## config.mk

```make
export PLATFORM = sky130hd
export DESIGN_NAME = reg_file_flat
export DESIGN_NICKNAME = d
export VERILOG_FILES = /design/src/logic/rv_isa_pkg.sv /design/src/logic/pipe_bus_if.sv /design/src/logic/reg_file.sv /design/src/flat_wrapper.sv
export SDC_FILE = /design/constraint.sdc
export NUM_CORES = 2
export LEC_CHECK = 0
export BUFFER_PORTS_ARGS = -buffer_cell sky130_fd_sc_hd__buf_2
export CORE_UTILIZATION = 28
export CTS_CLUSTER_DIAMETER = 50
export CTS_CLUSTER_SIZE = 12
export DETAILED_ROUTE_END_ITERATION = 12
export PLACE_DENSITY = 0.48
export REMOVE_ABC_BUFFERS = 1
export SLEW_MARGIN = 40
export SYNTH_ARGS = -nofsm -noshare
export SYNTH_HDL_FRONTEND = slang
export SYNTH_SLANG_ARGS = --single-unit
```

## constraint.sdc

```tcl
create_clock -name clk -period 14.25 [get_ports clk]
set_input_delay 4.275 -clock clk [delete_from_list [all_inputs] [get_ports clk]]
set_output_delay 4.275 -clock clk [all_outputs]
set_load 0.05 [all_outputs]
```

## src/logic/rv_isa_pkg.sv

```systemverilog
// RV64I encoding subset for this core only; funct values cover the supported instructions
package rv_isa_pkg;

    typedef logic [63:0] xlen_t;     // data word
    typedef logic [31:0] inst_t;     // instruction word
    typedef logic [4:0]  reg_idx_t;  // architectural register index

    typedef enum logic [6:0] {
        OP     = 7'b0110011,
        OP_IMM = 7'b0010011,
        LUI    = 7'b0110111,
        LOAD   = 7'b0000011,
        STORE  = 7'b0100011,
        BRANCH = 7'b1100011,
        JAL    = 7'b1101111,
        SYSTEM = 7'b1110011
    } opcode_t;

    localparam logic [2:0] F3_ADD_SUB = 3'b000;
    localparam logic [2:0] F3_SLT     = 3'b010;
    localparam logic [2:0] F3_XOR     = 3'b100;
    localparam logic [2:0] F3_OR      = 3'b110;
    localparam logic [2:0] F3_AND     = 3'b111;
    localparam logic [2:0] F3_DWORD   = 3'b011;  // ld / sd width
    localparam logic [2:0] F3_BEQ     = 3'b000;
    localparam logic [2:0] F3_BNE     = 3'b001;

    localparam logic [6:0] F7_BASE = 7'b0000000;
    localparam logic [6:0] F7_SUB  = 7'b0100000;

    localparam inst_t EBREAK = 32'h0010_0073;

endpackage

```

## src/logic/pipe_bus_if.sv

```systemverilog


interface regfile_if;
    rv_isa_pkg::reg_idx_t raddr1;
    rv_isa_pkg::xlen_t    rdata1;
    rv_isa_pkg::reg_idx_t raddr2;
    rv_isa_pkg::xlen_t    rdata2;
    logic                 wen;
    rv_isa_pkg::reg_idx_t waddr;
    rv_isa_pkg::xlen_t    wdata;

    modport rd     (output raddr1, raddr2, input rdata1, rdata2);  // decode side
    modport rd_srv (input raddr1, raddr2, output rdata1, rdata2);  // register file side
    modport wr     (input wen, waddr, wdata);                      // register file write
endinterface

```

## src/logic/reg_file.sv

```systemverilog
// x0 reads as zero; a write is seen by a read in the same cycle
`timescale 1ns/10ps

module reg_file (
    input  logic      clk,
    input  logic      rst_n_i,
    regfile_if.rd_srv rf_rd,
    regfile_if.wr     rf_wr
);
    rv_isa_pkg::xlen_t regs [1:31];

    always_ff @(posedge clk) begin
        if (!rst_n_i) begin
            for (int i = 1; i < 32; i++)
                regs[i] <= '0;
        end else if (rf_wr.wen && rf_wr.waddr != '0) begin
            regs[rf_wr.waddr] <= rf_wr.wdata;  // x0 writes dropped
        end
    end

    assign rf_rd.rdata1 = (rf_rd.raddr1 == '0) ? '0 :
                          (rf_wr.wen && rf_wr.waddr == rf_rd.raddr1) ? rf_wr.wdata :
                          regs[rf_rd.raddr1];
    assign rf_rd.rdata2 = (rf_rd.raddr2 == '0) ? '0 :
                          (rf_wr.wen && rf_wr.waddr == rf_rd.raddr2) ? rf_wr.wdata :
                          regs[rf_rd.raddr2];
endmodule

```

## src/flat_wrapper.sv

```systemverilog
// flat-port wrapper written by rule: the top's interface ports become plain ports
module reg_file_flat 
  (clk, rst_n_i, rf_rd_raddr1, rf_rd_raddr2, rf_rd_rdata1, rf_rd_rdata2, rf_wr_wen, rf_wr_waddr, rf_wr_wdata);
  regfile_if rf_rd_i ();
  regfile_if rf_wr_i ();
  input  logic clk;
  input  logic rst_n_i;
  input wire logic [$bits(rf_rd_i.raddr1)-1:0] rf_rd_raddr1;
  input wire logic [$bits(rf_rd_i.raddr2)-1:0] rf_rd_raddr2;
  output wire logic [$bits(rf_rd_i.rdata1)-1:0] rf_rd_rdata1;
  output wire logic [$bits(rf_rd_i.rdata2)-1:0] rf_rd_rdata2;
  input wire logic [$bits(rf_wr_i.wen)-1:0] rf_wr_wen;
  input wire logic [$bits(rf_wr_i.waddr)-1:0] rf_wr_waddr;
  input wire logic [$bits(rf_wr_i.wdata)-1:0] rf_wr_wdata;
  assign rf_rd_i.raddr1 = rf_rd_raddr1;
  assign rf_rd_i.raddr2 = rf_rd_raddr2;
  assign rf_rd_rdata1 = rf_rd_i.rdata1;
  assign rf_rd_rdata2 = rf_rd_i.rdata2;
  assign rf_wr_i.wen = rf_wr_wen;
  assign rf_wr_i.waddr = rf_wr_waddr;
  assign rf_wr_i.wdata = rf_wr_wdata;
  reg_file u_core (.clk(clk), .rst_n_i(rst_n_i), .rf_rd(rf_rd_i), .rf_wr(rf_wr_i));
endmodule
```

Yosys cells after proc, flatten, opt, wreduce, memory -nomap -nowiden --
Memories as Yosys holds them, arrays and structs flattened. Index checks and enable logic that the tools add are counted.
Word-level totals: register bits 0, bits in latches 0, bits in writable memories 1984, ROM bits 0, input bits 82, output and inout port bits 128, logic and storage cells 21, memories 1
Cells by class: $add $sub $neg 0, $mul 0, divide/modulo/power cells 0, $lt $le $gt $ge 0, equal/unequal tests 2, shifts and indexed selects 0, muxes and demuxes 11, bitwise logic cells 0, reductions and logical operators 7
Memories:
- u_core.regs | depth 31, bits a word 64, read ports 2, clocked after memory_dff 0, wr ports 31, line reg_file.sv:10 | rv_isa_pkg::xlen_t regs [1:31];
Operators with widths (number):
- $mux W64 | 5
- $reduce_or A64 Y1 | 1
- $eq A5 B5 Y1 | 2
- $logic_not A5 Y1 | 2
- $mux W1 | 5
- $mux W5 | 1
- $reduce_bool A5 Y1 | 1
- $logic_and A1 B1 Y1 | 3

Longest topological paths before layout --
depth after elaboration 7, mapped depth 9, mapped depth without buffers 5

Worst setup path after synthesis --
OpenSTA, ideal clock, no wires.
path type in2out, from in rf_rd_raddr2[1], to out rf_rd_rdata2[25], data arrival time 7.032 ns, required time 9.975 ns, slack 2.943 ns, stages 7, path buffers 3, path through buf_4 -> buf_4 -> clkbuf_1 -> mux4_2 -> mux2_2 -> a21oi_1 -> o311ai_0
On the way: word-level cells in the longest chain between the ends 4, elaborated cells between the ends (all ways) 6, those cells by class 1 x eq/ne; 2 x mux; 2 x reduce/logical; 1 x memory
RTL lines:
- start: declaration | line flat_wrapper.sv:9 | input wire logic [$bits(rf_rd_i.raddr2)-1:0] rf_rd_raddr2;
- branches (longest 3 deep; another with $mem_v2 Z31 W64)
- $mux W64 * | line reg_file.sv:24 | assign rf_rd.rdata2 = (rf_rd.raddr2 == '0) ? '0 :
- end: declaration | line flat_wrapper.sv:11 | output wire logic [$bits(rf_rd_i.rdata2)-1:0] rf_rd_rdata2;
Mark *: on every way between the ends.

Worst setup path after layout --
from in rf_rd_raddr2[3], to out rf_rd_rdata2[4]
Same word-level chain as after synthesis.

==> metrics.txt <==
outcome=finished, final reports clean; Layout Cells excl Fill=12300; Clock Pin Slew Worst Setup and Hold Paths=0.06 ns; fmax=83.3 MHz; initial antenna violation count=83; H-tree Lvls=5; CTS resizes=0; CTS Hold Bufs=0; layout cell share with drive strength beyond 1=28.0%; Pleak=42.7 nW; clk root buf=clkbuf_16; Most used DFF post-synth=edfxtp_1; Post-CTS Repair Setup Buffers=0; Reg with most FFs=u_core.regs; sequential share of the synthesized area=56.9%; synthesis-to-finish area growth=16.5%; crit-path max FO=28; PwrDens=133 mW/mm^2; starting density of the core=28.2%; Buf/Inv on CP=5; Most Frequent Cell on Critical Path=buf_4; core area=0.383 sq mm; largest net degree at the start of global routing=110; DRC violations left=0; post-synthesis area per instance=15.5 sq um; CTS Buf Count=294; busiest grt layer=met2; Worst Hold Class=in2reg; final worst setup slack=2.24 ns; Placed Area=0.116 sq mm; ratio of final minimum period to clock period=84.3%; Slew @ Worst Pin=0.974 ns; final WL=466000 microns; DP Cell Count=11800; gr usage total=23.4%; WP data required=9.97 ns; post-synthesis sequential element count=2048; vias in the first global route=70700; Final Slew Violations=0; Ys Warns=0; die area=0.389 sq mm; CP Launch Point=rf_rd_raddr2[3]; Crit path depth=8; crit-path cells=buf_2, buf_4, nor2b_4, buf_4, buf_4, a22oi_1, a22o_1, buf_2; end point of the critical path=rf_rd_rdata2[4]; Die Span X=623 microns; setup TNS=0 ns; Routed Antenna Nets=0; Hold Path Stages=1; Setup violations, final=0; Synth Cell Area=0.108 sq mm; gpl congestion=0.800; Slowest-stage cell, CP=buf_4; Slew HR=35.1%; kind of critical path=in2out; FFs w/ async S/R, synth=0%; CP Launch Type=primary input; GR Layer Usage met3=4.38%; Port Buffers=209; met1 usage=30.3%; grt ovf=0; Top delay family on crit path=buffers and inverters; Via density=5.73; clk sinks=2048; Post-DP HPWL=266000 microns; maximum vdd ir drop=0.0781 mV; initial DRC count=10400; max incr delay on CP=0.75 ns; crit end category=output pin; WL per Instance=37.8 microns; Cells after Synth=6966; max FFs per register=2048; met2 usage=38.2%; number of primary I/O pins=210; final instance area=0.126 sq mm; row cnt=227; clk buf depth=4; CP Data Arrival Time=7.73 ns; first-pass GRT wire length=627000 microns; Largest regs=u_core.regs: 2048 flops; number of synthesized flops with an enable pin=2048; TritonCTS clock tree=yes; Pre-antenna DRT Iters=8; RSZ-0062 raised after global routing=no; post-synthesis cell type count=48; minimum clock period=12.01 ns; MaxCap Viol Count=0; worst hold path startpoint=rf_wr_wdata[45]; Final Hold Fails=0; Nets=7104; pre-CTS setup slack=2.27 ns; DR vias=70600; chip height=623 microns
[per-stage QoR]
step / power (mW) / utilization, % / hold WS, ns
6_report: 16.7 / 32.8 / 3.88
5_1_grt: 17.1 / 32.8 / 3.89
4_1_cts: 16.8 / 32.8 / 3.83
3_5_place_dp: 9.38 / 30.2 / 4.79
3_3_place_gp: 9.34 / 30.0 / 4.79
2_1_floorplan: 8.32 / - / 4.37
[layer usage]
layer | vias to the layer above | part of all wire, % | wire length, microns
li1 | 27300 | - | -
met1 | 37900 | 38 | 179000
met2 | 4422 | 48 | 222000
met3 | 971 | 9.2 | 43000
met4 | 12 | 4.7 | 22100
met5 | - | 0.019 | 88
[synthesized netlist by cell type, types with 6 or more instances]
library cell | count | area [sq um]
edfxtp_1 | 2048 | 61500
nor2_1 | 53 | 199
nand4_1 | 6 | 37.5
o22ai_1 | 166 | 1040
xnor2_1 | 10 | 87.6
o221ai_1 | 17 | 149
nor2b_1 | 8 | 50.1
buf_4 | 35 | 263
nand3_1 | 48 | 240
mux4_2 | 993 | 22400
mux2i_1 | 243 | 2430
and2_1 | 1989 | 12400
o21ai_0 | 38 | 190
nor3_1 | 53 | 265
nand2_1 | 52 | 195
a211oi_1 | 70 | 526
buf_2 | 177 | 886
clkbuf_1 | 515 | 1930
buf_1 | 31 | 116
a22oi_1 | 163 | 1220
a22o_1 | 129 | 1130
buf_6 | 13 | 146
a21oi_1 | 52 | 260
[cell type report]
class	count	area [sq um]
antenna	26	65.1
clock buffer	331	7620
clock inverter	197	2190
fill	36900	258000
inverter	1	3.75
multi-input combinational	4209	44300
sequential	2048	61500
tap	5038	6300
timing repair buffer	468	3950
[how the worst min path moves through the flow]
stage / to / slack (ns)
after floorplan: u_core.regs[0][0] / 4.37
final: u_core.regs[0][45] / 3.88
after global placement: u_core.regs[0][14] / 4.79
after CTS: u_core.regs[0][27] / 3.83
after global routing: u_core.regs[0][14] / 3.89
after detailed placement: u_core.regs[0][14] / 4.79
[kinds of logic (layout without fill, tap and decap cells)]
family	after synthesis	in the layout	share of synthesized area, %
AO/OA/AOI/OAI	656	656	4.35
XOR/XNOR	10	10	0.0810
buffers and inverters	772	997	3.10
flip-flops	2048	2048	56.9
multiplexers	1239	1239	23.0
other	1	90	0.00347
AND/OR/NAND/NOR	2240	2240	12.6
[power breakdown]
part	total, mW	leakage, nW	switching [mW]	internal (mW)
logic	2.13	18.5	1.39	0.744
clock network	7.48	4.71	3.02	4.45
registers	7.13	19.5	0.163	6.97
total	16.7	42.7	4.57	12.2
[placed cells by master, fill, tap and decap left out, drive strengths merged, types with 97 or more instances in the layout]
master / instances
edfxtp: 2048
clkbuf: 331
buf: 467
o22ai: 166
a22o: 129
clkinv: 97
mux4: 993
mux2i: 243
a22oi: 163
and2: 1989
Power figures use the tool's default switching activity.
