File: src/logic/rv_isa_pkg.sv
// RV64I encoding subset for this core only; funct values cover the supported instructions
package rv_isa_pkg;

    typedef logic [63:0] xlen_t;     // data word
    typedef logic [31:0] inst_t;     // instruction word
    typedef logic [4:0]  reg_idx_t;  // architectural register index

    typedef enum logic [6:0] {
        OP     = 7'b0110011,
        OP_IMM = 7'b0010011,
        LUI    = 7'b0110111,
        LOAD   = 7'b0000011,
        STORE  = 7'b0100011,
        BRANCH = 7'b1100011,
        JAL    = 7'b1101111,
        SYSTEM = 7'b1110011
    } opcode_t;

    localparam logic [2:0] F3_ADD_SUB = 3'b000;
    localparam logic [2:0] F3_SLT     = 3'b010;
    localparam logic [2:0] F3_XOR     = 3'b100;
    localparam logic [2:0] F3_OR      = 3'b110;
    localparam logic [2:0] F3_AND     = 3'b111;
    localparam logic [2:0] F3_DWORD   = 3'b011;  // ld / sd width
    localparam logic [2:0] F3_BEQ     = 3'b000;
    localparam logic [2:0] F3_BNE     = 3'b001;

    localparam logic [6:0] F7_BASE = 7'b0000000;
    localparam logic [6:0] F7_SUB  = 7'b0100000;

    localparam inst_t EBREAK = 32'h0010_0073;

endpackage

File: src/logic/pipe_pkg.sv
// pipeline-internal encodings; data memory is doubleword addressed, depth a power of two
package pipe_pkg;

    typedef enum logic [2:0] {
        ADD,
        SUB,
        AND,
        OR,
        XOR,
        SLT,     // signed compare
        PASS_B   // lui and jal link value
    } alu_op_e;

    typedef enum logic {
        ALU,
        MEM
    } wb_src_e;

    // byte offset bits dropped to form the doubleword index
    localparam int DWORD_SHIFT = 3;

    // index width of the data memory, at least one bit
    function automatic int dmem_idx_bits(input int words);
        return (words > 1) ? $clog2(words) : 1;
    endfunction

endpackage

File: src/logic/pipe_bus_if.sv
// stage bundle fields are only meaningful while valid is high; op_a carries the result after EX
`timescale 1ns/10ps

interface stage_bus_if;
    logic                 valid;
    rv_isa_pkg::xlen_t    pc;
    rv_isa_pkg::reg_idx_t rd;
    logic                 reg_wen;
    pipe_pkg::alu_op_e    alu_op;
    rv_isa_pkg::xlen_t    op_a;        // operand a, later the stage result
    rv_isa_pkg::xlen_t    op_b;
    rv_isa_pkg::xlen_t    store_data;
    logic                 mem_read;
    logic                 mem_write;
    pipe_pkg::wb_src_e    wb_src;
    logic                 illegal;
    logic                 halt;

    modport src (output valid, pc, rd, reg_wen, alu_op, op_a, op_b, store_data,
                 mem_read, mem_write, wb_src, illegal, halt);
    modport dst (input valid, pc, rd, reg_wen, alu_op, op_a, op_b, store_data,
                 mem_read, mem_write, wb_src, illegal, halt);
endinterface


File: src/logic/exec_stage.sv
// the ALU result replaces op_a in the EX/MEM bundle; forwarding outputs are combinational
`timescale 1ns/10ps

module exec_stage (
    input  logic                 clk,
    input  logic                 rst_n_i,
    stage_bus_if.dst             ex_bus,
    stage_bus_if.src             mem_bus,
    output rv_isa_pkg::reg_idx_t ex_rd_o,
    output logic                 ex_wen_o,
    output logic                 ex_load_o,
    output rv_isa_pkg::xlen_t    ex_result_o
);
    rv_isa_pkg::xlen_t alu_res;

    always_comb begin
        case (ex_bus.alu_op)
            pipe_pkg::ADD:    alu_res = ex_bus.op_a + ex_bus.op_b;
            pipe_pkg::SUB:    alu_res = ex_bus.op_a - ex_bus.op_b;
            pipe_pkg::AND:    alu_res = ex_bus.op_a & ex_bus.op_b;
            pipe_pkg::OR:     alu_res = ex_bus.op_a | ex_bus.op_b;
            pipe_pkg::XOR:    alu_res = ex_bus.op_a ^ ex_bus.op_b;
            pipe_pkg::SLT:    alu_res = {63'b0, $signed(ex_bus.op_a) < $signed(ex_bus.op_b)};
            pipe_pkg::PASS_B: alu_res = ex_bus.op_b;
            default:          alu_res = '0;
        endcase
    end

    assign ex_rd_o     = ex_bus.rd;
    assign ex_wen_o    = ex_bus.valid && ex_bus.reg_wen;
    assign ex_load_o   = ex_bus.valid && ex_bus.mem_read;  // data not ready yet
    assign ex_result_o = alu_res;

    always_ff @(posedge clk) begin
        if (!rst_n_i) begin
            mem_bus.valid     <= 1'b0;
            mem_bus.reg_wen   <= 1'b0;
            mem_bus.mem_read  <= 1'b0;
            mem_bus.mem_write <= 1'b0;
            mem_bus.illegal   <= 1'b0;
            mem_bus.halt      <= 1'b0;
        end else begin
            mem_bus.valid     <= ex_bus.valid;
            mem_bus.reg_wen   <= ex_bus.valid && ex_bus.reg_wen;
            mem_bus.mem_read  <= ex_bus.valid && ex_bus.mem_read;
            mem_bus.mem_write <= ex_bus.valid && ex_bus.mem_write;
            mem_bus.illegal   <= ex_bus.valid && ex_bus.illegal;
            mem_bus.halt      <= ex_bus.valid && ex_bus.halt;
        end
    end

    always_ff @(posedge clk) begin
        mem_bus.pc         <= ex_bus.pc;
        mem_bus.rd         <= ex_bus.rd;
        mem_bus.alu_op     <= ex_bus.alu_op;
        mem_bus.op_a       <= alu_res;     // result or address
        mem_bus.op_b       <= ex_bus.op_b;
        mem_bus.store_data <= ex_bus.store_data;
        mem_bus.wb_src     <= ex_bus.wb_src;
    end
endmodule

File: src/flat_wrapper.sv
// flat-port wrapper written by rule: the top's interface ports become plain ports
module exec_stage_flat 
  (clk, rst_n_i, ex_rd_o, ex_wen_o, ex_load_o, ex_result_o, ex_bus_valid, ex_bus_pc, ex_bus_rd, ex_bus_reg_wen, ex_bus_alu_op, ex_bus_op_a, ex_bus_op_b, ex_bus_store_data, ex_bus_mem_read, ex_bus_mem_write, ex_bus_wb_src, ex_bus_illegal, ex_bus_halt, mem_bus_valid, mem_bus_pc, mem_bus_rd, mem_bus_reg_wen, mem_bus_alu_op, mem_bus_op_a, mem_bus_op_b, mem_bus_store_data, mem_bus_mem_read, mem_bus_mem_write, mem_bus_wb_src, mem_bus_illegal, mem_bus_halt);
  stage_bus_if ex_bus_i ();
  stage_bus_if mem_bus_i ();
  input  logic clk;
  input  logic rst_n_i;
  output rv_isa_pkg::reg_idx_t ex_rd_o;
  output logic ex_wen_o;
  output logic ex_load_o;
  output rv_isa_pkg::xlen_t ex_result_o;
  input wire logic [$bits(ex_bus_i.valid)-1:0] ex_bus_valid;
  input wire logic [$bits(ex_bus_i.pc)-1:0] ex_bus_pc;
  input wire logic [$bits(ex_bus_i.rd)-1:0] ex_bus_rd;
  input wire logic [$bits(ex_bus_i.reg_wen)-1:0] ex_bus_reg_wen;
  input wire logic [$bits(ex_bus_i.alu_op)-1:0] ex_bus_alu_op;
  input wire logic [$bits(ex_bus_i.op_a)-1:0] ex_bus_op_a;
  input wire logic [$bits(ex_bus_i.op_b)-1:0] ex_bus_op_b;
  input wire logic [$bits(ex_bus_i.store_data)-1:0] ex_bus_store_data;
  input wire logic [$bits(ex_bus_i.mem_read)-1:0] ex_bus_mem_read;
  input wire logic [$bits(ex_bus_i.mem_write)-1:0] ex_bus_mem_write;
  input wire logic [$bits(ex_bus_i.wb_src)-1:0] ex_bus_wb_src;
  input wire logic [$bits(ex_bus_i.illegal)-1:0] ex_bus_illegal;
  input wire logic [$bits(ex_bus_i.halt)-1:0] ex_bus_halt;
  output wire logic [$bits(mem_bus_i.valid)-1:0] mem_bus_valid;
  output wire logic [$bits(mem_bus_i.pc)-1:0] mem_bus_pc;
  output wire logic [$bits(mem_bus_i.rd)-1:0] mem_bus_rd;
  output wire logic [$bits(mem_bus_i.reg_wen)-1:0] mem_bus_reg_wen;
  output wire logic [$bits(mem_bus_i.alu_op)-1:0] mem_bus_alu_op;
  output wire logic [$bits(mem_bus_i.op_a)-1:0] mem_bus_op_a;
  output wire logic [$bits(mem_bus_i.op_b)-1:0] mem_bus_op_b;
  output wire logic [$bits(mem_bus_i.store_data)-1:0] mem_bus_store_data;
  output wire logic [$bits(mem_bus_i.mem_read)-1:0] mem_bus_mem_read;
  output wire logic [$bits(mem_bus_i.mem_write)-1:0] mem_bus_mem_write;
  output wire logic [$bits(mem_bus_i.wb_src)-1:0] mem_bus_wb_src;
  output wire logic [$bits(mem_bus_i.illegal)-1:0] mem_bus_illegal;
  output wire logic [$bits(mem_bus_i.halt)-1:0] mem_bus_halt;
  assign ex_bus_i.valid = ex_bus_valid;
  assign ex_bus_i.pc = ex_bus_pc;
  assign ex_bus_i.rd = ex_bus_rd;
  assign ex_bus_i.reg_wen = ex_bus_reg_wen;
  assign ex_bus_i.alu_op = ex_bus_alu_op;
  assign ex_bus_i.op_a = ex_bus_op_a;
  assign ex_bus_i.op_b = ex_bus_op_b;
  assign ex_bus_i.store_data = ex_bus_store_data;
  assign ex_bus_i.mem_read = ex_bus_mem_read;
  assign ex_bus_i.mem_write = ex_bus_mem_write;
  assign ex_bus_i.wb_src = ex_bus_wb_src;
  assign ex_bus_i.illegal = ex_bus_illegal;
  assign ex_bus_i.halt = ex_bus_halt;
  assign mem_bus_valid = mem_bus_i.valid;
  assign mem_bus_pc = mem_bus_i.pc;
  assign mem_bus_rd = mem_bus_i.rd;
  assign mem_bus_reg_wen = mem_bus_i.reg_wen;
  assign mem_bus_alu_op = mem_bus_i.alu_op;
  assign mem_bus_op_a = mem_bus_i.op_a;
  assign mem_bus_op_b = mem_bus_i.op_b;
  assign mem_bus_store_data = mem_bus_i.store_data;
  assign mem_bus_mem_read = mem_bus_i.mem_read;
  assign mem_bus_mem_write = mem_bus_i.mem_write;
  assign mem_bus_wb_src = mem_bus_i.wb_src;
  assign mem_bus_illegal = mem_bus_i.illegal;
  assign mem_bus_halt = mem_bus_i.halt;
  exec_stage u_core (.clk(clk), .rst_n_i(rst_n_i), .ex_bus(ex_bus_i), .mem_bus(mem_bus_i), .ex_rd_o(ex_rd_o), .ex_wen_o(ex_wen_o), .ex_load_o(ex_load_o), .ex_result_o(ex_result_o));
endmodule
File: config.mk
export PLATFORM = sky130hd
export DESIGN_NAME = exec_stage_flat
export DESIGN_NICKNAME = d
export VERILOG_FILES = /design/src/logic/rv_isa_pkg.sv /design/src/logic/pipe_pkg.sv /design/src/logic/pipe_bus_if.sv /design/src/logic/exec_stage.sv /design/src/flat_wrapper.sv
export SDC_FILE = /design/constraint.sdc
export NUM_CORES = 1
export LEC_CHECK = 0
export BUFFER_PORTS_ARGS = -buffer_cell sky130_fd_sc_hd__clkbuf_2
export CORE_AREA = 2 2 243 245
export DETAILED_ROUTE_END_ITERATION = 8
export DIE_AREA = 0 0 245 247
export GPL_ROUTABILITY_DRIVEN = 1
export PLACE_DENSITY = 0.62
export SYNTH_ARGS = -nofsm -noshare
export SYNTH_HDL_FRONTEND = slang
export SYNTH_SLANG_ARGS = --single-unit
File: constraint.sdc
create_clock -name clk -period 3.8 [get_ports clk]
set_clock_uncertainty 0.05 [all_clocks]
set_input_delay 0.57 -clock clk [delete_from_list [all_inputs] [get_ports clk]]
set_output_delay 0.57 -clock clk [all_outputs]
set_load 0.01 [all_outputs]
Word level (Yosys, flattened, before mapping)
Index checks and enable logic that the tools add are counted.

operators by class
  div/mod/pow operators = 0
  reductions and logical operators = 6
  muxes and demuxes = 1
  shift-type cells = 0
  multipliers = 0
  equal/unequal tests = 6
  add/subtract/negate cells = 2
  bitwise gates (word level) = 3
  $lt $le $gt $ge = 1

operators with widths
  cell                                            count
  one-hot mux 64 bit (7 select lines)             1
  adder 64 bit                                    1
  AND 64 bit                                      1
  less-than comparator 64 bit                     1
  OR 64 bit                                       1
  subtractor 64 bit                               1
  bitwise XOR 64 bit                              1
  == test 3 bit (second input constant)           3
  == test 3 x 2 -> 1 bit (second input constant)  2
  logical AND 1 bit                               5
  == test 3 x 1 -> 1 bit (second input constant)  1
  zero test 3 bit                                 1

storage, ports and cells
  bits in writable memories = 0
  word-level logic and storage cells = 32
  memories kept = 0
  latch bits = 0
  memory bits (read-only) = 0
  bits of input ports = 273
  flip-flop bits (word level) = 271
  output and inout bits = 342

Depth between registers and ports, before layout
  depth after elaboration = 2
  mapped depth = 14
  gate-level depth less buffers = 14

Worst setup path after synthesis
No wires, ideal clock.

  path type = input port to output port
  start point = input ex_bus_op_b[23]
  end point = output ex_result_o[60]
  stages = 13
  data arrival time = 3.197 ns
  buffers on the path = 2
  path slack = -0.017 ns
  data required time = 3.180 ns
  cells stage by stage = inv_1 ha_1 clkbuf_1 clkbuf_1 o31ai_1 a211o_1 and3_1 a21o_1 nand4_1 a21oi_1 a311oi_1 mux2_2 o22ai_1

on the way
  cells in the longest elaborated chain, start to end = 2
  elaborated cells on any way between the ends = 3
  those cells by class = add/sub: 2; mux: 1

RTL lines
  what                                               RTL line                            source
  start, declared                                    flat_wrapper.sv:18                  input wire logic [$bits(ex_bus_i.op_b)-1:0] ex_bus_op_b;
  subtractor 64 bit or adder 64 bit (tied branches)  exec_stage.sv:19, exec_stage.sv:18
  one-hot mux 64 bit (7 select lines) *              exec_stage.sv:17                    case (ex_bus.alu_op)
  end, declared                                      flat_wrapper.sv:11                  output rv_isa_pkg::xlen_t ex_result_o;

Mark *: on every way between the ends. The rest lies on a longest branch, timed or not.

Final worst setup path
  start point = input ex_bus_op_b[1]
  end point = output ex_result_o[61]

The elaborated chain is that of the path after synthesis.

==> results_dict.tcl <==
set metrics [dict create \
    status "finished with violations" \
    violations "setup timing" \
    start_util 0.305 \
    drt_iter0_drc 1446 \
    crit_type "input port to output port" \
    synthArstFlopShare 0 \
    setup_viol 49 \
    hpwl_um 77700 \
    min_period_over_period 1.15 \
    fmax_mhz 230 \
    end_kind "output port" \
    grt_max_degree 94 \
    grt_pass1_wl_um 139000 \
    hold_violations 0 \
    syn_inst 2144 \
    ctsHoldBuffers 0 \
    crit_cells 18 \
    clkSlewWorstSetupHoldPaths_ns 0.06 \
    port_buffers 614 \
    leakagePower_uw 0.0151 \
    synth.top_cell.area_share 0.305 \
    area_delta_synth_final_pct 75.8 \
    hp-class "input port to flip-flop" \
    rsz0062_at_grt "true" \
    ant_nets 0 \
    arrival_ns 3.74 \
    crit_chain "clkbuf_16 -> buf_4 -> ha_4 -> a211oi_2 -> o21bai_4 -> buf_6 -> o211ai_4 -> a31oi_4 -> nand3_2 -> and3_4 -> o41a_1 -> buf_4 -> o21ai_4 -> buf_6 -> or3_4 -> a22o_1 -> o41ai_4 -> buf_2" \
    finalWorstSetupSlack_ns -0.555 \
    grt_pass1_vias 21400 \
    viasPerCell 5.19 \
    cp-start-kind "input port" \
    cp_num_buf_inv 6 \
    fp.dieH_um 247 \
    cp_top_family "compound AO/OA/AOI/OAI gates" \
    synth_area_leader_cell "dfxtp_1" \
    yosysWarnings 0 \
    wl_per_cell_um 23.2 \
    min_delay_path_depth 1 \
    dp_cells 4036 \
    ir_drop_v 0.000456 \
    ys_seq_elements 271 \
    syn_area_um2 17800 \
    antenna_found_initial 11 \
    relSlewSlack 0.449 \
    die_w_um 245 \
    grt_overflow 0 \
    p_per_area_nw_per_um2 352 \
    fin_crit_ns 4.36 \
    synth-seq-area-share 0.305 \
    critical-path-max-stage-delay_ns 0.32 \
    worst_pin_slew_ns 0.806 \
    cp_slowest_cell "a211oi_2" \
    synth-main-ff-cell "dfxtp_1" \
    ys_top_cells_by_count "dfxtp_1 (271), ha_1 (223), a21oi_1 (197)" \
    synth_edf_count 0 \
    synth_fp_nets 2642 \
    avgSynthCellArea_um2 8.29 \
    firstDrtPassIters 7 \
    nets 3918 \
    crit_required_ns 3.18 \
    gp_congestion 0.973 \
    die_area_um2 60500 \
    drv_slew 0 \
    grt_use_total 0.306 \
    ys_top_cells_by_area "dfxtp_1 (31%), ha_1 (16%), a21oi_1 (5.5%)" \
    stdcell_count 4222 \
    h-tree-depth 2 \
    cts-root-buf "clkbuf_16" \
    core_um2 58200 \
    rows 89 \
    drive_gt1_frac 0.535 \
    crit_path_max_fanout 3 \
    io_pins 615 \
    numCtsBuffers 36 \
    setup_tns_ns -16.26 \
    cap_violations 0 \
    clock_path_buffers 3 \
    yosysMostFrequentCell "dfxtp_1" \
    routed_wirelength_um 98000 \
    cts_tree "done" \
    ys_types 99 \
    drcViolationCount 0 \
    cts_num_sinks 271 \
    hold_ws_ns 0.0608 \
    num_vias 21900 \
]
through the flow:
step | util | setup slack, ns | instance area [um^2] | total power [uW]
finish | 0.537 | -0.555 | 31300 | 11000
global route | 0.537 | -0.627 | 31300 | 11400
CTS | 0.515 | -0.745 | 30000 | 10700
detailed placement | 0.448 | -0.997 | 26100 | 6690
global placement | 0.448 | -1.00 | 26100 | 6690
floorplan | - | 0.0370 | 17800 | 4770
layout by cell type, fill, tap and decap left out, drive strengths merged, types with 9 or more instances in the layout:
cell type / count
a211o: 9
a211oi: 20
a21o: 34
a21oi: 199
a221oi: 10
a22oi: 10
a31oi: 25
and3: 12
buf: 808
clkbuf: 604
clkinv: 9
dfxtp: 271
ha: 223
inv: 204
mux2i: 69
nand2: 122
nand2b: 9
nand3: 36
nand4: 24
nor2: 163
nor2b: 18
nor3: 55
nor4: 25
o211ai: 32
o21a: 25
o21ai: 118
o21bai: 34
o221ai: 37
o22ai: 43
o31a: 16
o31ai: 27
xnor2: 26
report_power, final:
| part | internal, uW | total (uW) | switching, uW |
|---|---|---|---|
| Sequential | 3060 | 3120 | 65.7 |
| Clock | 2060 | 3490 | 1430 |
| Combinational | 2050 | 4400 | 2340 |
layout make-up:
cell class,count,area [um^2]
diodes,3,7.51
clock buffers,44,981
clock inverters,20,218
fillers,5400,27000
inverters,204,811
multi-input cells,1539,13500
flip-flops and latches,271,5430
well taps,773,967
repair buffers,1368,9340
worst paths after layout:
kind,endpoint,from
max,ex_result_o[61],ex_bus_op_b[1]
min,u_core.mem_bus.store_data[59]$_DFF_P_,ex_bus_store_data[59]
timing repair:
item	4_1_cts	5_1_grt
cloned	0	0
endpoints found under the setup margin	50	54
buffers inserted	83	59
pin swaps	187	190
resized for setup	441	280
routing by layer:
layer	share of wire	vias to the layer above	track usage
met3	0.069	213	0.0587
li1	-	10200	-
met4	0.044	8	0.119
met1	0.38	10500	0.352
met2	0.51	969	0.558
met5	0.00037	-	0
state kept, by name (all words and copies together) (netlist names):
name / cells
u_core.mem_bus.illegal: 1
u_core.mem_bus.alu_op: 3
u_core.mem_bus.op_a: 64
u_core.mem_bus.mem_write: 1
u_core.mem_bus.rd: 5
u_core.mem_bus.valid: 1
u_core.mem_bus.pc: 64
u_core.mem_bus.reg_wen: 1
u_core.mem_bus.op_b: 64
u_core.mem_bus.wb_src: 1
u_core.mem_bus.store_data: 64
u_core.mem_bus.halt: 1
u_core.mem_bus.mem_read: 1
cells by family after synthesis:
group	Yosys count	share of synthesized area
AO/OA/AOI/OAI	716	0.273
XOR/XNOR	27	0.0133
adder cells (fa/ha/maj)	225	0.159
buffers and inverters	334	0.0742
flip-flops	271	0.305
multiplexers	70	0.0395
AND/OR/NAND/NOR	501	0.135
(Power assumes the default switching activity.)
