[config.mk]
export PLATFORM = sky130hd
export DESIGN_NAME = mem_stage_flat
export DESIGN_NICKNAME = d
export VERILOG_FILES = /design/src/logic/rv_isa_pkg.sv /design/src/logic/pipe_pkg.sv /design/src/logic/pipe_bus_if.sv /design/src/logic/mem_stage.sv /design/src/flat_wrapper.sv
export SDC_FILE = /design/constraint.sdc
export NUM_CORES = 2
export LEC_CHECK = 0
export ABC_CLOCK_PERIOD_IN_PS = 12200
export CAP_MARGIN = 40
export CORE_UTILIZATION = 40
export CTS_CLUSTER_SIZE = 16
export DETAILED_ROUTE_END_ITERATION = 10
export DONT_BUFFER_PORTS = 1
export SETUP_SLACK_MARGIN = 0.05
export SYNTH_ARGS = -nofsm -noshare
export SYNTH_HDL_FRONTEND = slang
export SYNTH_SLANG_ARGS = --single-unit
[constraint.sdc]
create_clock -name clk -period 12.2 [get_ports clk]
set_input_delay 2.44 -clock clk [delete_from_list [all_inputs] [get_ports clk]]
set_output_delay 2.44 -clock clk [all_outputs]
set_load 0.05 [all_outputs]
[src/logic/rv_isa_pkg.sv]
// RV64I encoding subset for this core only; funct values cover the supported instructions
package rv_isa_pkg;

    typedef logic [63:0] xlen_t;     // data word
    typedef logic [31:0] inst_t;     // instruction word
    typedef logic [4:0]  reg_idx_t;  // architectural register index

    typedef enum logic [6:0] {
        OP     = 7'b0110011,
        OP_IMM = 7'b0010011,
        LUI    = 7'b0110111,
        LOAD   = 7'b0000011,
        STORE  = 7'b0100011,
        BRANCH = 7'b1100011,
        JAL    = 7'b1101111,
        SYSTEM = 7'b1110011
    } opcode_t;

    localparam logic [2:0] F3_ADD_SUB = 3'b000;
    localparam logic [2:0] F3_SLT     = 3'b010;
    localparam logic [2:0] F3_XOR     = 3'b100;
    localparam logic [2:0] F3_OR      = 3'b110;
    localparam logic [2:0] F3_AND     = 3'b111;
    localparam logic [2:0] F3_DWORD   = 3'b011;  // ld / sd width
    localparam logic [2:0] F3_BEQ     = 3'b000;
    localparam logic [2:0] F3_BNE     = 3'b001;

    localparam logic [6:0] F7_BASE = 7'b0000000;
    localparam logic [6:0] F7_SUB  = 7'b0100000;

    localparam inst_t EBREAK = 32'h0010_0073;

endpackage

[src/logic/pipe_pkg.sv]
// pipeline-internal encodings; data memory is doubleword addressed, depth a power of two
package pipe_pkg;

    typedef enum logic [2:0] {
        ADD,
        SUB,
        AND,
        OR,
        XOR,
        SLT,     // signed compare
        PASS_B   // lui and jal link value
    } alu_op_e;

    typedef enum logic {
        ALU,
        MEM
    } wb_src_e;

    // byte offset bits dropped to form the doubleword index
    localparam int DWORD_SHIFT = 3;

    // index width of the data memory, at least one bit
    function automatic int dmem_idx_bits(input int words);
        return (words > 1) ? $clog2(words) : 1;
    endfunction

endpackage

[src/logic/pipe_bus_if.sv]
// stage bundle fields are only meaningful while valid is high; op_a carries the result after EX
`timescale 1ns/10ps

interface stage_bus_if;
    logic                 valid;
    rv_isa_pkg::xlen_t    pc;
    rv_isa_pkg::reg_idx_t rd;
    logic                 reg_wen;
    pipe_pkg::alu_op_e    alu_op;
    rv_isa_pkg::xlen_t    op_a;        // operand a, later the stage result
    rv_isa_pkg::xlen_t    op_b;
    rv_isa_pkg::xlen_t    store_data;
    logic                 mem_read;
    logic                 mem_write;
    pipe_pkg::wb_src_e    wb_src;
    logic                 illegal;
    logic                 halt;

    modport src (output valid, pc, rd, reg_wen, alu_op, op_a, op_b, store_data,
                 mem_read, mem_write, wb_src, illegal, halt);
    modport dst (input valid, pc, rd, reg_wen, alu_op, op_a, op_b, store_data,
                 mem_read, mem_write, wb_src, illegal, halt);
endinterface


[src/logic/mem_stage.sv]
// doubleword accesses only; the low address bits are ignored and the index wraps at DMEM_WORDS
`timescale 1ns/10ps

module mem_stage #(
    parameter int DMEM_WORDS = 32
) (
    input  logic                 clk,
    input  logic                 rst_n_i,
    stage_bus_if.dst             mem_bus,
    stage_bus_if.src             wb_bus,
    output rv_isa_pkg::reg_idx_t mem_rd_o,
    output logic                 mem_wen_o,
    output rv_isa_pkg::xlen_t    mem_result_o
);
    localparam int IDX_W = pipe_pkg::dmem_idx_bits(DMEM_WORDS);

    rv_isa_pkg::xlen_t dmem [DMEM_WORDS];
    logic [IDX_W-1:0]  idx;

    assign idx = mem_bus.op_a[pipe_pkg::DWORD_SHIFT +: IDX_W];

    always_ff @(posedge clk) begin
        if (!rst_n_i) begin
            for (int i = 0; i < DMEM_WORDS; i++)
                dmem[i] <= '0;
        end else if (mem_bus.valid && mem_bus.mem_write) begin
            dmem[idx] <= mem_bus.store_data;  // sd
        end
    end

    assign mem_result_o = (mem_bus.wb_src == pipe_pkg::MEM) ? dmem[idx] : mem_bus.op_a;
    assign mem_rd_o     = mem_bus.rd;
    assign mem_wen_o    = mem_bus.valid && mem_bus.reg_wen;

    always_ff @(posedge clk) begin
        if (!rst_n_i) begin
            wb_bus.valid     <= 1'b0;
            wb_bus.reg_wen   <= 1'b0;
            wb_bus.mem_read  <= 1'b0;
            wb_bus.mem_write <= 1'b0;
            wb_bus.illegal   <= 1'b0;
            wb_bus.halt      <= 1'b0;
        end else begin
            wb_bus.valid     <= mem_bus.valid;
            wb_bus.reg_wen   <= mem_bus.valid && mem_bus.reg_wen;
            wb_bus.mem_read  <= mem_bus.valid && mem_bus.mem_read;
            wb_bus.mem_write <= mem_bus.valid && mem_bus.mem_write;
            wb_bus.illegal   <= mem_bus.valid && mem_bus.illegal;
            wb_bus.halt      <= mem_bus.valid && mem_bus.halt;
        end
    end

    always_ff @(posedge clk) begin
        wb_bus.pc         <= mem_bus.pc;
        wb_bus.rd         <= mem_bus.rd;
        wb_bus.alu_op     <= mem_bus.alu_op;
        wb_bus.op_a       <= mem_result_o;  // write-back value
        wb_bus.op_b       <= mem_bus.op_b;
        wb_bus.store_data <= mem_bus.store_data;
        wb_bus.wb_src     <= mem_bus.wb_src;
    end
endmodule

[src/flat_wrapper.sv]
// flat-port wrapper written by rule: the top's interface ports become plain ports
module mem_stage_flat 
#(
    parameter int DMEM_WORDS = 32
)
  (clk, rst_n_i, mem_rd_o, mem_wen_o, mem_result_o, mem_bus_valid, mem_bus_pc, mem_bus_rd, mem_bus_reg_wen, mem_bus_alu_op, mem_bus_op_a, mem_bus_op_b, mem_bus_store_data, mem_bus_mem_read, mem_bus_mem_write, mem_bus_wb_src, mem_bus_illegal, mem_bus_halt, wb_bus_valid, wb_bus_pc, wb_bus_rd, wb_bus_reg_wen, wb_bus_alu_op, wb_bus_op_a, wb_bus_op_b, wb_bus_store_data, wb_bus_mem_read, wb_bus_mem_write, wb_bus_wb_src, wb_bus_illegal, wb_bus_halt);
  stage_bus_if mem_bus_i ();
  stage_bus_if wb_bus_i ();
  input  logic clk;
  input  logic rst_n_i;
  output rv_isa_pkg::reg_idx_t mem_rd_o;
  output logic mem_wen_o;
  output rv_isa_pkg::xlen_t mem_result_o;
  input wire logic [$bits(mem_bus_i.valid)-1:0] mem_bus_valid;
  input wire logic [$bits(mem_bus_i.pc)-1:0] mem_bus_pc;
  input wire logic [$bits(mem_bus_i.rd)-1:0] mem_bus_rd;
  input wire logic [$bits(mem_bus_i.reg_wen)-1:0] mem_bus_reg_wen;
  input wire logic [$bits(mem_bus_i.alu_op)-1:0] mem_bus_alu_op;
  input wire logic [$bits(mem_bus_i.op_a)-1:0] mem_bus_op_a;
  input wire logic [$bits(mem_bus_i.op_b)-1:0] mem_bus_op_b;
  input wire logic [$bits(mem_bus_i.store_data)-1:0] mem_bus_store_data;
  input wire logic [$bits(mem_bus_i.mem_read)-1:0] mem_bus_mem_read;
  input wire logic [$bits(mem_bus_i.mem_write)-1:0] mem_bus_mem_write;
  input wire logic [$bits(mem_bus_i.wb_src)-1:0] mem_bus_wb_src;
  input wire logic [$bits(mem_bus_i.illegal)-1:0] mem_bus_illegal;
  input wire logic [$bits(mem_bus_i.halt)-1:0] mem_bus_halt;
  output wire logic [$bits(wb_bus_i.valid)-1:0] wb_bus_valid;
  output wire logic [$bits(wb_bus_i.pc)-1:0] wb_bus_pc;
  output wire logic [$bits(wb_bus_i.rd)-1:0] wb_bus_rd;
  output wire logic [$bits(wb_bus_i.reg_wen)-1:0] wb_bus_reg_wen;
  output wire logic [$bits(wb_bus_i.alu_op)-1:0] wb_bus_alu_op;
  output wire logic [$bits(wb_bus_i.op_a)-1:0] wb_bus_op_a;
  output wire logic [$bits(wb_bus_i.op_b)-1:0] wb_bus_op_b;
  output wire logic [$bits(wb_bus_i.store_data)-1:0] wb_bus_store_data;
  output wire logic [$bits(wb_bus_i.mem_read)-1:0] wb_bus_mem_read;
  output wire logic [$bits(wb_bus_i.mem_write)-1:0] wb_bus_mem_write;
  output wire logic [$bits(wb_bus_i.wb_src)-1:0] wb_bus_wb_src;
  output wire logic [$bits(wb_bus_i.illegal)-1:0] wb_bus_illegal;
  output wire logic [$bits(wb_bus_i.halt)-1:0] wb_bus_halt;
  assign mem_bus_i.valid = mem_bus_valid;
  assign mem_bus_i.pc = mem_bus_pc;
  assign mem_bus_i.rd = mem_bus_rd;
  assign mem_bus_i.reg_wen = mem_bus_reg_wen;
  assign mem_bus_i.alu_op = mem_bus_alu_op;
  assign mem_bus_i.op_a = mem_bus_op_a;
  assign mem_bus_i.op_b = mem_bus_op_b;
  assign mem_bus_i.store_data = mem_bus_store_data;
  assign mem_bus_i.mem_read = mem_bus_mem_read;
  assign mem_bus_i.mem_write = mem_bus_mem_write;
  assign mem_bus_i.wb_src = mem_bus_wb_src;
  assign mem_bus_i.illegal = mem_bus_illegal;
  assign mem_bus_i.halt = mem_bus_halt;
  assign wb_bus_valid = wb_bus_i.valid;
  assign wb_bus_pc = wb_bus_i.pc;
  assign wb_bus_rd = wb_bus_i.rd;
  assign wb_bus_reg_wen = wb_bus_i.reg_wen;
  assign wb_bus_alu_op = wb_bus_i.alu_op;
  assign wb_bus_op_a = wb_bus_i.op_a;
  assign wb_bus_op_b = wb_bus_i.op_b;
  assign wb_bus_store_data = wb_bus_i.store_data;
  assign wb_bus_mem_read = wb_bus_i.mem_read;
  assign wb_bus_mem_write = wb_bus_i.mem_write;
  assign wb_bus_wb_src = wb_bus_i.wb_src;
  assign wb_bus_illegal = wb_bus_i.illegal;
  assign wb_bus_halt = wb_bus_i.halt;
  mem_stage #(.DMEM_WORDS(DMEM_WORDS)) u_core (.clk(clk), .rst_n_i(rst_n_i), .mem_bus(mem_bus_i), .wb_bus(wb_bus_i), .mem_rd_o(mem_rd_o), .mem_wen_o(mem_wen_o), .mem_result_o(mem_result_o));
endmodule
Word level (Yosys, flattened, before mapping)
Memory sizes are Yosys's and may differ from the RTL's.
Cells that the tools add are included.
Storage, ports and cells
  bits in writable memories: 2048
  memories kept: 1
  ROM bits: 0
  bits in latches: 0
  input port bits: 273
  register bits after elaboration: 271
Memory list
  u_core.dmem: depth 32, bits a word 64, rd ports 1, clocked after memory_dff 0, wr ports 32, RTL line mem_stage.sv:17  | rv_isa_pkg::xlen_t dmem [DMEM_WORDS];
Cells by class
  equal/unequal tests: 0
  $add $sub $neg: 0
  order comparisons: 0
  reduce and logical (&&, ||, !) cells: 6
  multiplexer cells: 8
  bitwise gates (word level): 0
  multiply operators: 0
  div/mod/pow operators: 0
  shift operators: 0
Operator list (count)
  $mux W64: 2
  $reduce_or A64 Y1: 1
  $logic_and A1 B1 Y1: 5
  $mux W1: 5
  $mux W5: 1

Logic depth before layout (Yosys ltp)
  depth in word-level cells: 6
  gate-level depth with buffers: 9
  depth with buffers taken out: 5

Worst setup path before layout
Ideal clock, no wire load.
  path kind: in2reg
  start point: input mem_bus_op_a[5]
  end point: memory u_core.dmem[11][0] (netlist bit), enable pin
  setup time: 0.575 ns
  stages on the path: 5
  arrival: 7.803 ns
  setup slack: 3.822 ns
  buffers on the path: 2
  required time: 11.625 ns
  cell sequence: buf_2 -> nand2b_1 -> or2_2 -> buf_2 -> o21ai_0
RTL lines
  start: declaration: RTL line flat_wrapper.sv:19  | input wire logic [$bits(mem_bus_i.op_a)-1:0] mem_bus_op_a;
  end: declaration: RTL line mem_stage.sv:17

Final worst setup path
  start point: input mem_bus_op_a[3]
  end point: output mem_result_o[14]
Between the ends
  word-level cells in the longest chain between the ends: 2
RTL lines
  $mem_v2 Z32 W64
  $mux W64: RTL line mem_stage.sv:31  | assign mem_result_o = (mem_bus.wb_src == pipe_pkg::MEM) ? dmem[idx] : mem_bus.op_a;
  end: declaration: RTL line flat_wrapper.sv:13  | output rv_isa_pkg::xlen_t mem_result_o;
Every way passes these cells.

==> summary.md <==
| Metric | Value |
|---|---|
| Vertical die dimension | roughly 500 um |
| Final net count | 6734 |
| EDFF count, synth | roughly 2.0k |
| Pin count of the biggest net entering global routing | between 700 and 800 |
| Final Cycle Share | 0.809 |
| Final Hold Violating Endpoints | 0 |
| Area added between synthesis and finish | 13.4% |
| Cell repeated most along the worst path | sky130_fd_sc_hd__buf_16 |
| IO buf count | 0 |
| Mean instance size in the synthesized netlist | ~15 um2 |
| Required time of the critical path | around 9.8 ns |
| Number of remaining DRC errors | 0 |
| Unrepaired setup endpoints after global routing | no |
| Total iterations of the first detailed-routing run | 6 |
| Type of element launching the critical path | input port |
| Peak supply drop | roughly 0.15 mV |
| Final global-route overflow total | 0 |
| Instance count of the mapped netlist | about 6.6k |
| Number of antenna violations at the first check in global routing | 48 |
| CP cell instances | buf_16, buf_16, buf_16, mux4_2, a211oi_1, a31oi_1, buf_4 |
| Net Count, Synth | 6857 |
| Seq/Total Area, Yosys | 0.680 |
| Failing checks | slew limit |
| First-pass GRT wire length | 460 mm |
| Result of the run | finished, violations left |
| Hold-fix buffers at CTS | 0 |
| Number of DRC markers in iteration 0 | around 9.0k |
| CTS tree | yes |
| Leading register cell type out of synthesis | sky130_fd_sc_hd__edfxtp_1 |
| Area share of the leading cell type in the synthesized netlist | 0.625 |
| Skew final | roughly 0.059 ns |
| Clock buffers created by TritonCTS | roughly 280 |
| Global routing usage summed across all routing layers | 0.266 |
| Worst endpoint data arrival time | 7.43 ns |
| Count of endpoints failing setup in the final report | 0 |
| Count of cells resized by post-cts repair | 0 |
| Vias in the first global route | approximately 57k |
| Critical Path Fanout Max | around 200 |
| Latest clock arrival within the worst-skew pair | approximately 0.95 ns |
| Tmin final | approximately 9.9 ns |
| List of most frequent post-synthesis cells | sky130_fd_sc_hd__and2_1, sky130_fd_sc_hd__edfxtp_1, sky130_fd_sc_hd__mux2i_1 |
| Transition time at the pin with the least slew margin | 1.56 ns |
| Category of the most critical setup path | input port to output port |
| Fraction of layout cells with a size suffix above 1 | 0.155 |
| Placeable core area | 0.244 mm2 |
| Ranking of synthesized cells by area | sky130_fd_sc_hd__edfxtp_1, sky130_fd_sc_hd__and2_1, sky130_fd_sc_hd__mux4_2, sky130_fd_sc_hd__dfxtp_1, sky130_fd_sc_hd__mux2i_1 |
| Classification of the worst-slack hold path | flip-flop to flip-flop |
| CTS Root Cell | sky130_fd_sc_hd__clkbuf_16 |
| Buffer count from post-CTS setup fixing | 0 |
| Starting Density | 0.403 |
| CP endpoint kind | output port |
| Normalized max-slew margin | -0.0402 |
| Dominant cell by count in the synthesized netlist | sky130_fd_sc_hd__and2_1 |
| Routed length per instance | ~34 um |
| Number of max-slew violations in the final report | 68 |
| Netlist cell types | between 50 and 60 |
| Synthesized cell area | between 0.09 and 0.1 mm2 |
| Final hold slack | approximately 0.95 ns |
| Post-detailed-route via-to-cell ratio | a little under 6 |
| Accumulated negative setup slack | 0 ns |
| Die width | approximately 500 um |
| Critical Path Slowest Stage Cell | sky130_fd_sc_hd__buf_16 |
| Worst-case clock buffer depth | 4 |
| Io pins | 614 |
| Clock-pin slew on the worst setup and hold paths | 0.06 ns |
| Total half-perimeter wirelength after legalization and detailed placement | approximately 190 mm |
| Max cap viols | 0 |
| Number of placement rows | around 180 |
| Flops & latches, synth | ~2.3k |
| Count of H-tree levels built during CTS | 5 |
| Utilization of the core after routing | 0.458 |
| Gp weighted congestion | 0.821 |
| Synth area leader | sky130_fd_sc_hd__edfxtp_1 |
| Overall via count from detail_route | 58.9k |
| Number of nets with antenna violations after detailed routing | 0 |
| Achievable frequency | between 0.1 and 0.15 GHz |
| Pre-CTS WS | roughly 4.6 ns |
| Total power after layout | approximately 18 mW |
| Post-Route WL | 337 mm |
| LEAKAGE | about 40 nW |
| Clock Sinks | 2319 |
| Critical path's largest stage delay | between 0.9 and 1 ns |
| Warnings, synthesis | 0 |
| Share of flip-flops with an asynchronous set or reset after synthesis | 0 |
| Power Dens Cells | between 150 and 200 mW/mm2 |
| Floorplan die area | 0.248 mm2 |
| Final worst setup slack | between 2 and 2.5 ns |
report_power, final:
group	leakage (nW)	internal (mW)	switching [mW]
registers	21.7	9.04	0.344
logic	13.5	0.371	0.762
clock network	4.21	4.68	3.27
critical path, delay by kind of cell:
family	cells	cell delay (ns)
buffers and inverters	4	2.62
AOI/OAI and AO/OA	2	0.95
muxes	1	0.62
sequential cells by signal, indices dropped and copies added, names as in the netlist:
name / flops
u_core.wb_bus.rd: 5
u_core.dmem: 2048
u_core.wb_bus.wb_src: 1
u_core.wb_bus.op_b: 64
u_core.wb_bus.valid: 1
u_core.wb_bus.illegal: 1
u_core.wb_bus.mem_write: 1
u_core.wb_bus.reg_wen: 1
u_core.wb_bus.pc: 64
u_core.wb_bus.mem_read: 1
u_core.wb_bus.halt: 1
u_core.wb_bus.store_data: 64
u_core.wb_bus.op_a: 64
u_core.wb_bus.alu_op: 3
path summary, 6_finish.rpt:
path | start | endpoint | slack, ns | depth (start not counted)
worst max-delay path | mem_bus_op_a[3] | mem_result_o[14] | 2.33 | 7
worst min-delay path | u_core.dmem[12][20] | u_core.wb_bus.op_a[20] | 0.95 | 5
worst max register to register | u_core.dmem[21][1] | u_core.wb_bus.op_a[1] | 9.73 | 4
worst min register to register | u_core.dmem[12][20] | u_core.wb_bus.op_a[20] | 0.95 | 5
cell usage in the layout (no fill, tap or decap), drive strengths merged, types with 25 or more instances in the layout:
master and instances:
edfxtp 2048, a22oi 27, o22ai 217, mux2i 472, mux2 46, a31oi 57, mux4 252, clkinv 69
buf 215, a21oi 56, o21ai 71, and2 2052, a22o 25, clkbuf 374, nand2 31, nor2 138
dfxtp 271, nor3 54, a211oi 59, and3 26
per-stage QoR:
stage	instances	cell area, um2
finish	9876	112000
global route	9861	112000
CTS	9851	111000
detailed placement	9378	103000
global placement	9313	102000
floorplan	6584	98400
per-layer routing:
layer,up-vias,part of all wire,global-route usage
met5,-,0,0
met4,0,0.043,0.109
met3,698,0.12,0.0595
met2,4026,0.46,0.421
met1,30400,0.38,0.355
li1,23700,-,-
kinds of logic (layout without fill, tap and decap cells):
family / after synthesis / after routing / share of synthesized area
buffers and inverters: 620 / 691 / 0.0286
AND/OR/NAND/NOR: 2347 / 2347 / 0.146
AO/OA/AOI/OAI: 528 / 528 / 0.0341
flip-flops: 2319 / 2319 / 0.680
multiplexers: 770 / 770 / 0.111
other: 0 / 19 / 0
area by class of cell:
class	count	area, um2
diodes	19	47.5
fillers	21000	132000
clock inverters	99	795
flip-flops and latches	2319	66900
inverters	3	11.3
clock buffers	374	7790
multi-input cells	3645	29500
well taps	3202	4010
repair buffers	215	2490
No activity file was read; power rests on OpenSTA's default activity.
